==> src/hw/pipeCtrlPkg.sv <==
package pipeCtrlPkg;

    localparam int regAddrW = 5;   // register number width
    localparam int dataW = 32;     // data word width
    localparam int numRegs = 32;

    // forwarding select for the decode operands
    // higher code means a younger producing stage
    typedef enum logic [2:0] {
        fwdNone = 3'b000,  // take the register file value
        fwdW    = 3'b001,
        fwdM2   = 3'b010,
        fwdM    = 3'b011,
        fwdE    = 3'b100
    } fwdSel;

    // what a decoded instruction does with its destination
    typedef enum logic [1:0] {
        kAlu  = 2'd0,  // result ready in E
        kLoad = 2'd1,  // data back from M2 on
        kMfc  = 2'd2,  // cp0 read, late result
        kHilo = 2'd3   // hi/lo read, late result
    } instKind;

endpackage

==> src/hw/hazard.sv <==
`timescale 1ns/1ps

module hazard (
    input  logic iCacheStall,
    input  logic dCacheStall,
    input  logic aluStallE,
    input  logic flushJumpConflictE,
    input  logic flushPredFailedM,
    input  logic flushExceptionM,
    input  logic jumpD,
    input  logic isMfcE,       // cp0 read in E
    input  logic hiloToRegE,   // hi/lo read in E
    input  logic memReadE,     // load in E
    input  logic memReadM,     // load in M
    input  logic [pipeCtrlPkg::regAddrW-1:0] rsD,
    input  logic [pipeCtrlPkg::regAddrW-1:0] rtD,
    input  logic regWriteE,
    input  logic regWriteM,
    input  logic regWriteM2,
    input  logic regWriteW,
    input  logic [pipeCtrlPkg::regAddrW-1:0] writeRegE,
    input  logic [pipeCtrlPkg::regAddrW-1:0] writeRegM,
    input  logic [pipeCtrlPkg::regAddrW-1:0] writeRegM2,
    input  logic [pipeCtrlPkg::regAddrW-1:0] writeRegW,
    output logic stallF,
    output logic stallF2,
    output logic stallD,
    output logic stallE,
    output logic stallM,
    output logic stallM2,
    output logic stallW,
    output logic flushF,
    output logic flushF2,
    output logic flushD,
    output logic flushE,
    output logic flushM,
    output logic flushM2,
    output logic flushW,
    output logic longestStall,
    output logic stallDBlank,
    output pipeCtrlPkg::fwdSel forward1D,
    output pipeCtrlPkg::fwdSel forward2D
);
    import pipeCtrlPkg::*;

    logic cacheStall;
    logic loadUseE;
    logic loadUseM;

    // youngest matching writer wins, r0 never forwards
    function automatic fwdSel pickSrc(
        input logic [regAddrW-1:0] src,
        input logic                wrE,
        input logic                wrM,
        input logic                wrM2,
        input logic                wrW,
        input logic [regAddrW-1:0] dstE,
        input logic [regAddrW-1:0] dstM,
        input logic [regAddrW-1:0] dstM2,
        input logic [regAddrW-1:0] dstW
    );
        fwdSel sel;
        sel = fwdNone;
        if (src != '0) begin
            if (wrE && src == dstE) sel = fwdE;
            else if (wrM && src == dstM) sel = fwdM;
            else if (wrM2 && src == dstM2) sel = fwdM2;
            else if (wrW && src == dstW) sel = fwdW;
        end
        return sel;
    endfunction

    assign forward1D = pickSrc(rsD, regWriteE, regWriteM, regWriteM2, regWriteW,
                               writeRegE, writeRegM, writeRegM2, writeRegW);
    assign forward2D = pickSrc(rtD, regWriteE, regWriteM, regWriteM2, regWriteW,
                               writeRegE, writeRegM, writeRegM2, writeRegW);

    // results that are not ready when the consumer sits in D
    assign loadUseE = (forward1D == fwdE || forward2D == fwdE)
                      && (memReadE || isMfcE || hiloToRegE);
    assign loadUseM = (forward1D == fwdM || forward2D == fwdM) && memReadM;
    assign stallDBlank = (loadUseE || loadUseM) && !flushExceptionM;

    assign cacheStall   = iCacheStall | dCacheStall;
    assign longestStall = cacheStall | aluStallE;

    // front end keeps going when an exception redirects it
    assign stallF  = !flushExceptionM && (longestStall || stallDBlank);
    assign stallF2 = !flushExceptionM && (longestStall || stallDBlank);
    assign stallD  = longestStall | stallDBlank;
    assign stallE  = longestStall;
    assign stallM  = longestStall;
    assign stallM2 = longestStall;
    assign stallW  = !flushExceptionM && longestStall;  // W drains on an exception

    assign flushF  = 1'b0;
    assign flushF2 = flushExceptionM | flushPredFailedM
                     | ((flushJumpConflictE | jumpD) & ~stallF2);
    assign flushD  = flushExceptionM | flushPredFailedM | (flushJumpConflictE & ~stallD);
    // bubble into E while D waits on a late result
    assign flushE  = flushExceptionM | (flushPredFailedM & ~longestStall)
                     | (~stallE & stallDBlank);
    assign flushM  = flushExceptionM;
    assign flushM2 = flushExceptionM;
    assign flushW  = flushExceptionM;

endmodule

==> src/hw/destTrack.sv <==
`timescale 1ns/1ps

module destTrack (
    input  logic clk,
    input  logic rstN,
    input  logic [pipeCtrlPkg::regAddrW-1:0] writeRegD,
    input  logic regWriteD,
    input  pipeCtrlPkg::instKind kindD,
    input  logic [pipeCtrlPkg::dataW-1:0] resultD,
    input  logic stallD,
    input  logic stallE,
    input  logic stallM,
    input  logic stallM2,
    input  logic stallW,
    input  logic flushE,
    input  logic flushM,
    input  logic flushM2,
    input  logic flushW,
    output logic regWriteE,
    output logic regWriteM,
    output logic regWriteM2,
    output logic regWriteW,
    output logic [pipeCtrlPkg::regAddrW-1:0] writeRegE,
    output logic [pipeCtrlPkg::regAddrW-1:0] writeRegM,
    output logic [pipeCtrlPkg::regAddrW-1:0] writeRegM2,
    output logic [pipeCtrlPkg::regAddrW-1:0] writeRegW,
    output logic [pipeCtrlPkg::dataW-1:0] resultE,
    output logic [pipeCtrlPkg::dataW-1:0] resultM,
    output logic [pipeCtrlPkg::dataW-1:0] resultM2,
    output logic [pipeCtrlPkg::dataW-1:0] resultW,
    output logic memReadE,
    output logic memReadM,
    output logic isMfcE,
    output logic hiloToRegE
);
    import pipeCtrlPkg::*;

    instKind kindE;
    instKind kindM;  // kind is only needed up to M

    // valid bits, flush beats stall in every stage
    always_ff @(posedge clk) begin
        if (!rstN) begin
            regWriteE  <= 1'b0;
            regWriteM  <= 1'b0;
            regWriteM2 <= 1'b0;
            regWriteW  <= 1'b0;
        end else begin
            if (flushE) regWriteE <= 1'b0;
            else if (!stallE) regWriteE <= regWriteD && !stallD;  // held D enters as bubble

            if (flushM) regWriteM <= 1'b0;
            else if (!stallM) regWriteM <= regWriteE;

            if (flushM2) regWriteM2 <= 1'b0;
            else if (!stallM2) regWriteM2 <= regWriteM;

            if (flushW) regWriteW <= 1'b0;
            else if (!stallW) regWriteW <= regWriteM2;
        end
    end

    // payload follows the stall only, a bubble is marked by its valid bit
    always_ff @(posedge clk) begin
        if (!stallE) begin
            writeRegE <= writeRegD;
            kindE     <= kindD;
            resultE   <= resultD;
        end
        if (!stallM) begin
            writeRegM <= writeRegE;
            kindM     <= kindE;
            resultM   <= resultE;
        end
        if (!stallM2) begin
            writeRegM2 <= writeRegM;
            resultM2   <= resultM;
        end
        if (!stallW) begin
            writeRegW <= writeRegM2;
            resultW   <= resultM2;
        end
    end

    // late-result flags for the hazard unit
    assign memReadE   = regWriteE && kindE == kLoad;
    assign isMfcE     = regWriteE && kindE == kMfc;
    assign hiloToRegE = regWriteE && kindE == kHilo;
    assign memReadM   = regWriteM && kindM == kLoad;

    bubbleE: assert property (@(posedge clk) disable iff (!rstN) flushE |=> !regWriteE)
        else $error("destTrack: flushed E still writes");
    bubbleM: assert property (@(posedge clk) disable iff (!rstN) flushM |=> !regWriteM)
        else $error("destTrack: flushed M still writes");
    bubbleM2: assert property (@(posedge clk) disable iff (!rstN) flushM2 |=> !regWriteM2)
        else $error("destTrack: flushed M2 still writes");
    bubbleW: assert property (@(posedge clk) disable iff (!rstN) flushW |=> !regWriteW)
        else $error("destTrack: flushed W still writes");

endmodule

==> src/hw/regFile.sv <==
`timescale 1ns/1ps

module regFile (
    input  logic clk,
    input  logic rstN,
    input  logic we,
    input  logic [pipeCtrlPkg::regAddrW-1:0] waddr,
    input  logic [pipeCtrlPkg::dataW-1:0] wdata,
    input  logic [pipeCtrlPkg::regAddrW-1:0] raddr1,
    input  logic [pipeCtrlPkg::regAddrW-1:0] raddr2,
    output logic [pipeCtrlPkg::dataW-1:0] rdata1,
    output logic [pipeCtrlPkg::dataW-1:0] rdata2
);
    import pipeCtrlPkg::*;

    logic [dataW-1:0] regs [numRegs];

    always_ff @(posedge clk) begin
        if (!rstN) begin
            for (int i = 0; i < numRegs; i++) begin
                regs[i] <= '0;
            end
        end else if (we && waddr != '0) begin  // r0 is never written
            regs[waddr] <= wdata;
        end
    end

    // asynchronous read, no internal write-through
    assign rdata1 = (raddr1 == '0) ? '0 : regs[raddr1];
    assign rdata2 = (raddr2 == '0) ? '0 : regs[raddr2];

endmodule

==> src/hw/operandBypass.sv <==
`timescale 1ns/1ps

module operandBypass (
    input  pipeCtrlPkg::fwdSel forward1D,
    input  pipeCtrlPkg::fwdSel forward2D,
    input  logic [pipeCtrlPkg::dataW-1:0] rfData1,
    input  logic [pipeCtrlPkg::dataW-1:0] rfData2,
    input  logic [pipeCtrlPkg::dataW-1:0] resultE,
    input  logic [pipeCtrlPkg::dataW-1:0] resultM,
    input  logic [pipeCtrlPkg::dataW-1:0] resultM2,
    input  logic [pipeCtrlPkg::dataW-1:0] resultW,
    output logic [pipeCtrlPkg::dataW-1:0] opA,
    output logic [pipeCtrlPkg::dataW-1:0] opB
);
    import pipeCtrlPkg::*;

    // five-way operand mux, one per decode source
    function automatic logic [dataW-1:0] pickOp(
        input fwdSel            sel,
        input logic [dataW-1:0] rf,
        input logic [dataW-1:0] e,
        input logic [dataW-1:0] m,
        input logic [dataW-1:0] m2,
        input logic [dataW-1:0] w
    );
        logic [dataW-1:0] val;
        case (sel)
            fwdE:    val = e;
            fwdM:    val = m;
            fwdM2:   val = m2;
            fwdW:    val = w;
            default: val = rf;  // fwdNone
        endcase
        return val;
    endfunction

    assign opA = pickOp(forward1D, rfData1, resultE, resultM, resultM2, resultW);
    assign opB = pickOp(forward2D, rfData2, resultE, resultM, resultM2, resultW);

    selLegal1: assert final (forward1D inside {fwdNone, fwdW, fwdM2, fwdM, fwdE})
        else $error("operandBypass: illegal forward1D %b", forward1D);
    selLegal2: assert final (forward2D inside {fwdNone, fwdW, fwdM2, fwdM, fwdE})
        else $error("operandBypass: illegal forward2D %b", forward2D);

endmodule

==> src/hw/pipeCtrlTop.sv <==
`timescale 1ns/1ps

module pipeCtrlTop (
    input  logic clk,
    input  logic rstN,
    input  logic [pipeCtrlPkg::regAddrW-1:0] rsD,
    input  logic [pipeCtrlPkg::regAddrW-1:0] rtD,
    input  logic [pipeCtrlPkg::regAddrW-1:0] writeRegD,
    input  logic regWriteD,
    input  pipeCtrlPkg::instKind kindD,
    input  logic [pipeCtrlPkg::dataW-1:0] resultD,
    input  logic iCacheStall,
    input  logic dCacheStall,
    input  logic aluStallE,
    input  logic jumpD,
    input  logic flushJumpConflictE,
    input  logic flushPredFailedM,
    input  logic flushExceptionM,
    output logic stallF,
    output logic stallF2,
    output logic stallD,
    output logic stallE,
    output logic stallM,
    output logic stallM2,
    output logic stallW,
    output logic flushF,
    output logic flushF2,
    output logic flushD,
    output logic flushE,
    output logic flushM,
    output logic flushM2,
    output logic flushW,
    output logic longestStall,
    output logic stallDBlank,
    output pipeCtrlPkg::fwdSel forward1D,
    output pipeCtrlPkg::fwdSel forward2D,
    output logic [pipeCtrlPkg::dataW-1:0] opA,
    output logic [pipeCtrlPkg::dataW-1:0] opB
);
    import pipeCtrlPkg::*;

    // tracked stage state from destTrack
    logic regWriteE, regWriteM, regWriteM2, regWriteW;
    logic [regAddrW-1:0] writeRegE, writeRegM, writeRegM2, writeRegW;
    logic [dataW-1:0] resultE, resultM, resultM2, resultW;
    logic memReadE, memReadM, isMfcE, hiloToRegE;
    logic [dataW-1:0] rfData1, rfData2;

    hazard u_hazard (.*);

    destTrack u_destTrack (.*);

    regFile u_regFile (
        .clk    (clk),
        .rstN   (rstN),
        .we     (regWriteW && !stallW),  // held W does not write twice
        .waddr  (writeRegW),
        .wdata  (resultW),
        .raddr1 (rsD),
        .raddr2 (rtD),
        .rdata1 (rfData1),
        .rdata2 (rfData2)
    );

    operandBypass u_operandBypass (.*);

endmodule

==> config.mk <==
export PLATFORM = sky130hd
export DESIGN_NAME = pipeCtrlTop
export DESIGN_NICKNAME = d
export VERILOG_FILES = /design/src/hw/pipeCtrlPkg.sv /design/src/hw/hazard.sv /design/src/hw/destTrack.sv /design/src/hw/regFile.sv /design/src/hw/operandBypass.sv /design/src/hw/pipeCtrlTop.sv
export SDC_FILE = /design/constraint.sdc
export NUM_CORES = 2
export LEC_CHECK = 0
export ABC_CLOCK_PERIOD_IN_PS = 5300
export BUFFER_PORTS_ARGS = -buffer_cell sky130_fd_sc_hd__buf_4
export CORE_ASPECT_RATIO = 0.7
export CORE_MARGIN = 2
export CORE_UTILIZATION = 45
export CTS_CLUSTER_DIAMETER = 40
export DETAILED_ROUTE_END_ITERATION = 8
export MAX_ROUTING_LAYER = met4
export PLACE_DENSITY = 0.64
export SLEW_MARGIN = 10
export SYNTH_ARGS = -nofsm -noshare
export SYNTH_HDL_FRONTEND = slang
export SYNTH_HIERARCHICAL = 1
export SYNTH_SLANG_ARGS = --single-unit
==> constraint.sdc <==
create_clock -name clk -period 5.3 [get_ports clk]
set_input_delay 0.53 -clock clk [delete_from_list [all_inputs] [get_ports clk]]
set_output_delay 0.53 -clock clk [all_outputs]
set_load 0.02 [all_outputs]
==> out/qor.txt <==
Unrepaired setup endpoints after global routing = no
Worst-margin pin slew = 1.25 ns
Slowest cell delay on critical path = 0.59 ns
Avg Inst Size Synth = 14.8 µm²
Slowest-stage cell, CP = edfxtp_1
Worst skew pair latency = 0.78 ns
Post-Synth Adder-Cell Area = 0
Root Driver = clkbuf_16
Peak supply drop = 334 µV
Power density cells = 321 mW/mm²
Core ar. = 0.138 mm²
CTS Buffer Depth = 3
Floorplan row count = 114
Sequential area share after synthesis = 0.562
Number of global-route vias before repair = 40624
Via Count = 41856
Cell area after layout = 0.0714 mm²
Largest family of logic cells by synthesized area = multiplexers
Largest net degree at the start of global routing = 91
Top delay family on crit path = compound AO/OA/AOI/OAI gates
WL met3 = 26700 µm
Final worst path period need = 4.71 ns
Max layer used = met4
Htree depth = 4
Worst Path Required = 4.77 ns
Synth warn = 6
CTS tree = done
Netlist cell types = 59
Mapped Cells = 4253
Post-Synth Simple-Gate Area = 0.136
Die X = 451 µm
All-Layer GR Usage = 0.299
Worst path bufs/invs = 3
Synth-to-layout area growth = 13.4%
IO buf count = 143
Post-synth EDFFs = 1176
Setup Skew = 0.0223 ns
Met2 Routed Length = 89800 µm
First-pass GRT wire length = 297000 µm
Worst Hold Depth = 3
Post-route ant nets = 0
Yosys top cell area share = 0.561
Die height = 317 µm
Mux contribution to synthesized area = 0.199
Final wirelength = 209000 µm
Pre-Repair DR Iteration Count = 6
Max_cap viols = 0
Via density per instance = 6.66
Post-cts resize count = 0
Fin Setup TNS = 0 ns
Remaining global-route overflow = 0
Crit path DAT = 4.18 ns
Fillers = 11289
Crit path kind = reg -> out
Synth Area in Compound Gates = 0.0594
FF-to-FF path depth = 3
R2R Setup Slk = 2.26 ns
Static leakage = 25.1 nW
Top FF cell, synth = edfxtp_1
Min-Delay Path Class = in -> reg
Reg-to-Reg Start = u_destTrack/writeRegW[2]
DRC errors left = 0
Initial detailed-routing violation count = 6798
Final Max Tran Viols = 0
Async set-reset flop share out of synthesis = 0
Area contributors post-synth = edfxtp_1 (56%), mux4_2 (17%), and2_1 (9.9%)
Initial core utilization = 0.455
Routability congestion estimate = 0.898
Critical path endpoint category = output port
Placed cell area = 0.0663 mm²
Worst hold start = regWriteD
Max Fanout on Critical Path = 77
Die Area = 0.143 mm²
Nets = 4370
Fraction of layout cells with a size suffix above 1 = 0.259
TritonCTS Buffers = 139
Max-Slew Margin vs Limit = 0.170
Status = completed
Xor and xnor area share after synthesis = 0.00585
Post-CTS Hold Fix Bufs = 40
Worst hold endpoint = u_destTrack/regWriteE
Routed len/inst = 33.3 µm
Post-CTS setup buffer count = 0
#FFs+latches synth = 1180
RR Endpoint = u_regFile/regs[21][18]
CTS Sinks = 1180
Number of antenna violations at the first check in global routing = 12
Worst-path cell chain = xor2_1, nor4_1, nand4_1, a21oi_4, buf_12, o21ba_2, buf_4, a2bb2oi_1, o22a_1, buf_4
HPWL after DPL = 126000 µm
Most frequent CP cell = buf_4
Final period util = 0.888
Startpoint Class = register
Hold Fails Final Rpt = 0
Final setup violation count = 0
Worst hold margin = 0.116 ns
Cell taking the most area after synthesis = edfxtp_1
Worst-path clk slew = 0.06 ns
Synthesized area = 0.0629 mm²
Max Clk Rate = 212 MHz
I/O pins = 145
Wl on met1 = 85300 µm
metrics by stage:
| step | instances | utilization | setup slack (ns) | power (W) |
|---|---|---|---|---|
| floorplan | 4284 | - | 0.596 | 0.0123 |
| detailed placement | 5986 | 0.479 | 1.13 | 0.0132 |
| global placement | 5986 | 0.479 | 1.06 | 0.0131 |
| global route | 6279 | 0.516 | 0.488 | 0.0234 |
| CTS | 6276 | 0.516 | 0.695 | 0.0229 |
| finish | 6283 | 0.516 | 0.593 | 0.0229 |
where the power goes:
part           switching [W]  internal, W  leakage (nW)
logic                0.00129     0.000947          10.8
clock network        0.00406      0.00579          2.24
registers           0.000238       0.0106          12.0
total                0.00559       0.0173          25.1
sequential cells by signal (all words and copies together) (netlist names), 2 cells and up:
name,flops
u_regFile/regs,1024
u_destTrack/resultM2,32
u_destTrack/resultM,32
u_destTrack/writeRegE,5
u_destTrack/kindE,2
u_destTrack/writeRegM2,5
u_destTrack/resultW,32
u_destTrack/kindM,2
u_destTrack/resultE,32
u_destTrack/writeRegW,5
u_destTrack/writeRegM,5
cells in the mapped netlist, types with 10 or more instances:
library cell,count
a2111oi_0,17
a2111oi_1,12
a211oi_1,34
a21oi_1,81
a22o_1,51
a22oi_1,18
a2bb2oi_1,64
and2_1,996
buf_1,10
buf_2,71
buf_4,50
buf_6,31
clkbuf_1,315
edfxtp_1,1176
mux2_2,30
mux2i_1,157
mux4_2,470
nand2_1,15
nand3_1,73
nand3b_1,133
nor2_1,47
nor2b_1,15
nor3_1,57
nor4_1,14
o21ai_0,34
o221ai_1,27
o22a_1,64
o22ai_1,79
xnor2_1,18
xor2_1,24
cells in the final DEF, fill, tap and decap left out, drive strengths merged, types with 73 or more instances in the layout:
cell type / synthesis / layout
edfxtp: 1176 / 1176
and2: 996 / 996
mux4: 470 / 470
buf: 162 / 324
clkbuf: 316 / 162
mux2i: 157 / 157
nand3b: 133 / 133
a21oi: 82 / 82
o22ai: 81 / 81
nand3: 73 / 73
area by class of cell:
type	count	area [µm²]	share of cell area
diodes	7	17.5	0.000245
clock buffers	162	3760	0.0526
clock inverters	88	897	0.0126
inverters	7	26.3	0.000368
multi-input cells	2619	25800	0.362
flip-flops and latches	1180	35400	0.496
well taps	1856	2320	0.0325
repair buffers	364	3100	0.0434
worst reg2reg max path: stages, from the launching register on:
cell,delay (ns)
edfxtp_1,0.67
nand3b_1,0.57
o21ai_4,1.09
buf_4,0.40
cells by family (layout without fill, tap and decap cells):
kind of cell    after synthesis  after routing
compound gates              500            500
xor+xnor                     42             42
buf+inv                     485            621
flops                      1180           1180
mux                         657            657
other cells                   2             40
simple gates               1387           1387
per-layer routing:
| layer | global-route usage | up-vias |
|---|---|---|
| met5 | - | - |
| met4 | 0.108 | 0 |
| met3 | 0.0692 | 414 |
| met2 | 0.414 | 3275 |
| met1 | 0.429 | 21510 |
| li1 | - | 16657 |
worst max-delay path by stage:
stage                                        start                    end  slack [ns]  depth (start not counted)
after floorplan                        dCacheStall  u_regFile/regs[28][0]        0.60                          7
after global placement                      rtD[1]                opB[22]        1.06                         11
after detailed placement                    rtD[2]                opB[22]        1.13                         11
after CTS                 u_destTrack/writeRegW[3]                opB[22]        0.69                         10
after global routing      u_destTrack/writeRegW[3]                opB[22]        0.49                         10
final                     u_destTrack/writeRegW[3]                opB[22]        0.59                         10
Power figures use the tool's default switching activity.
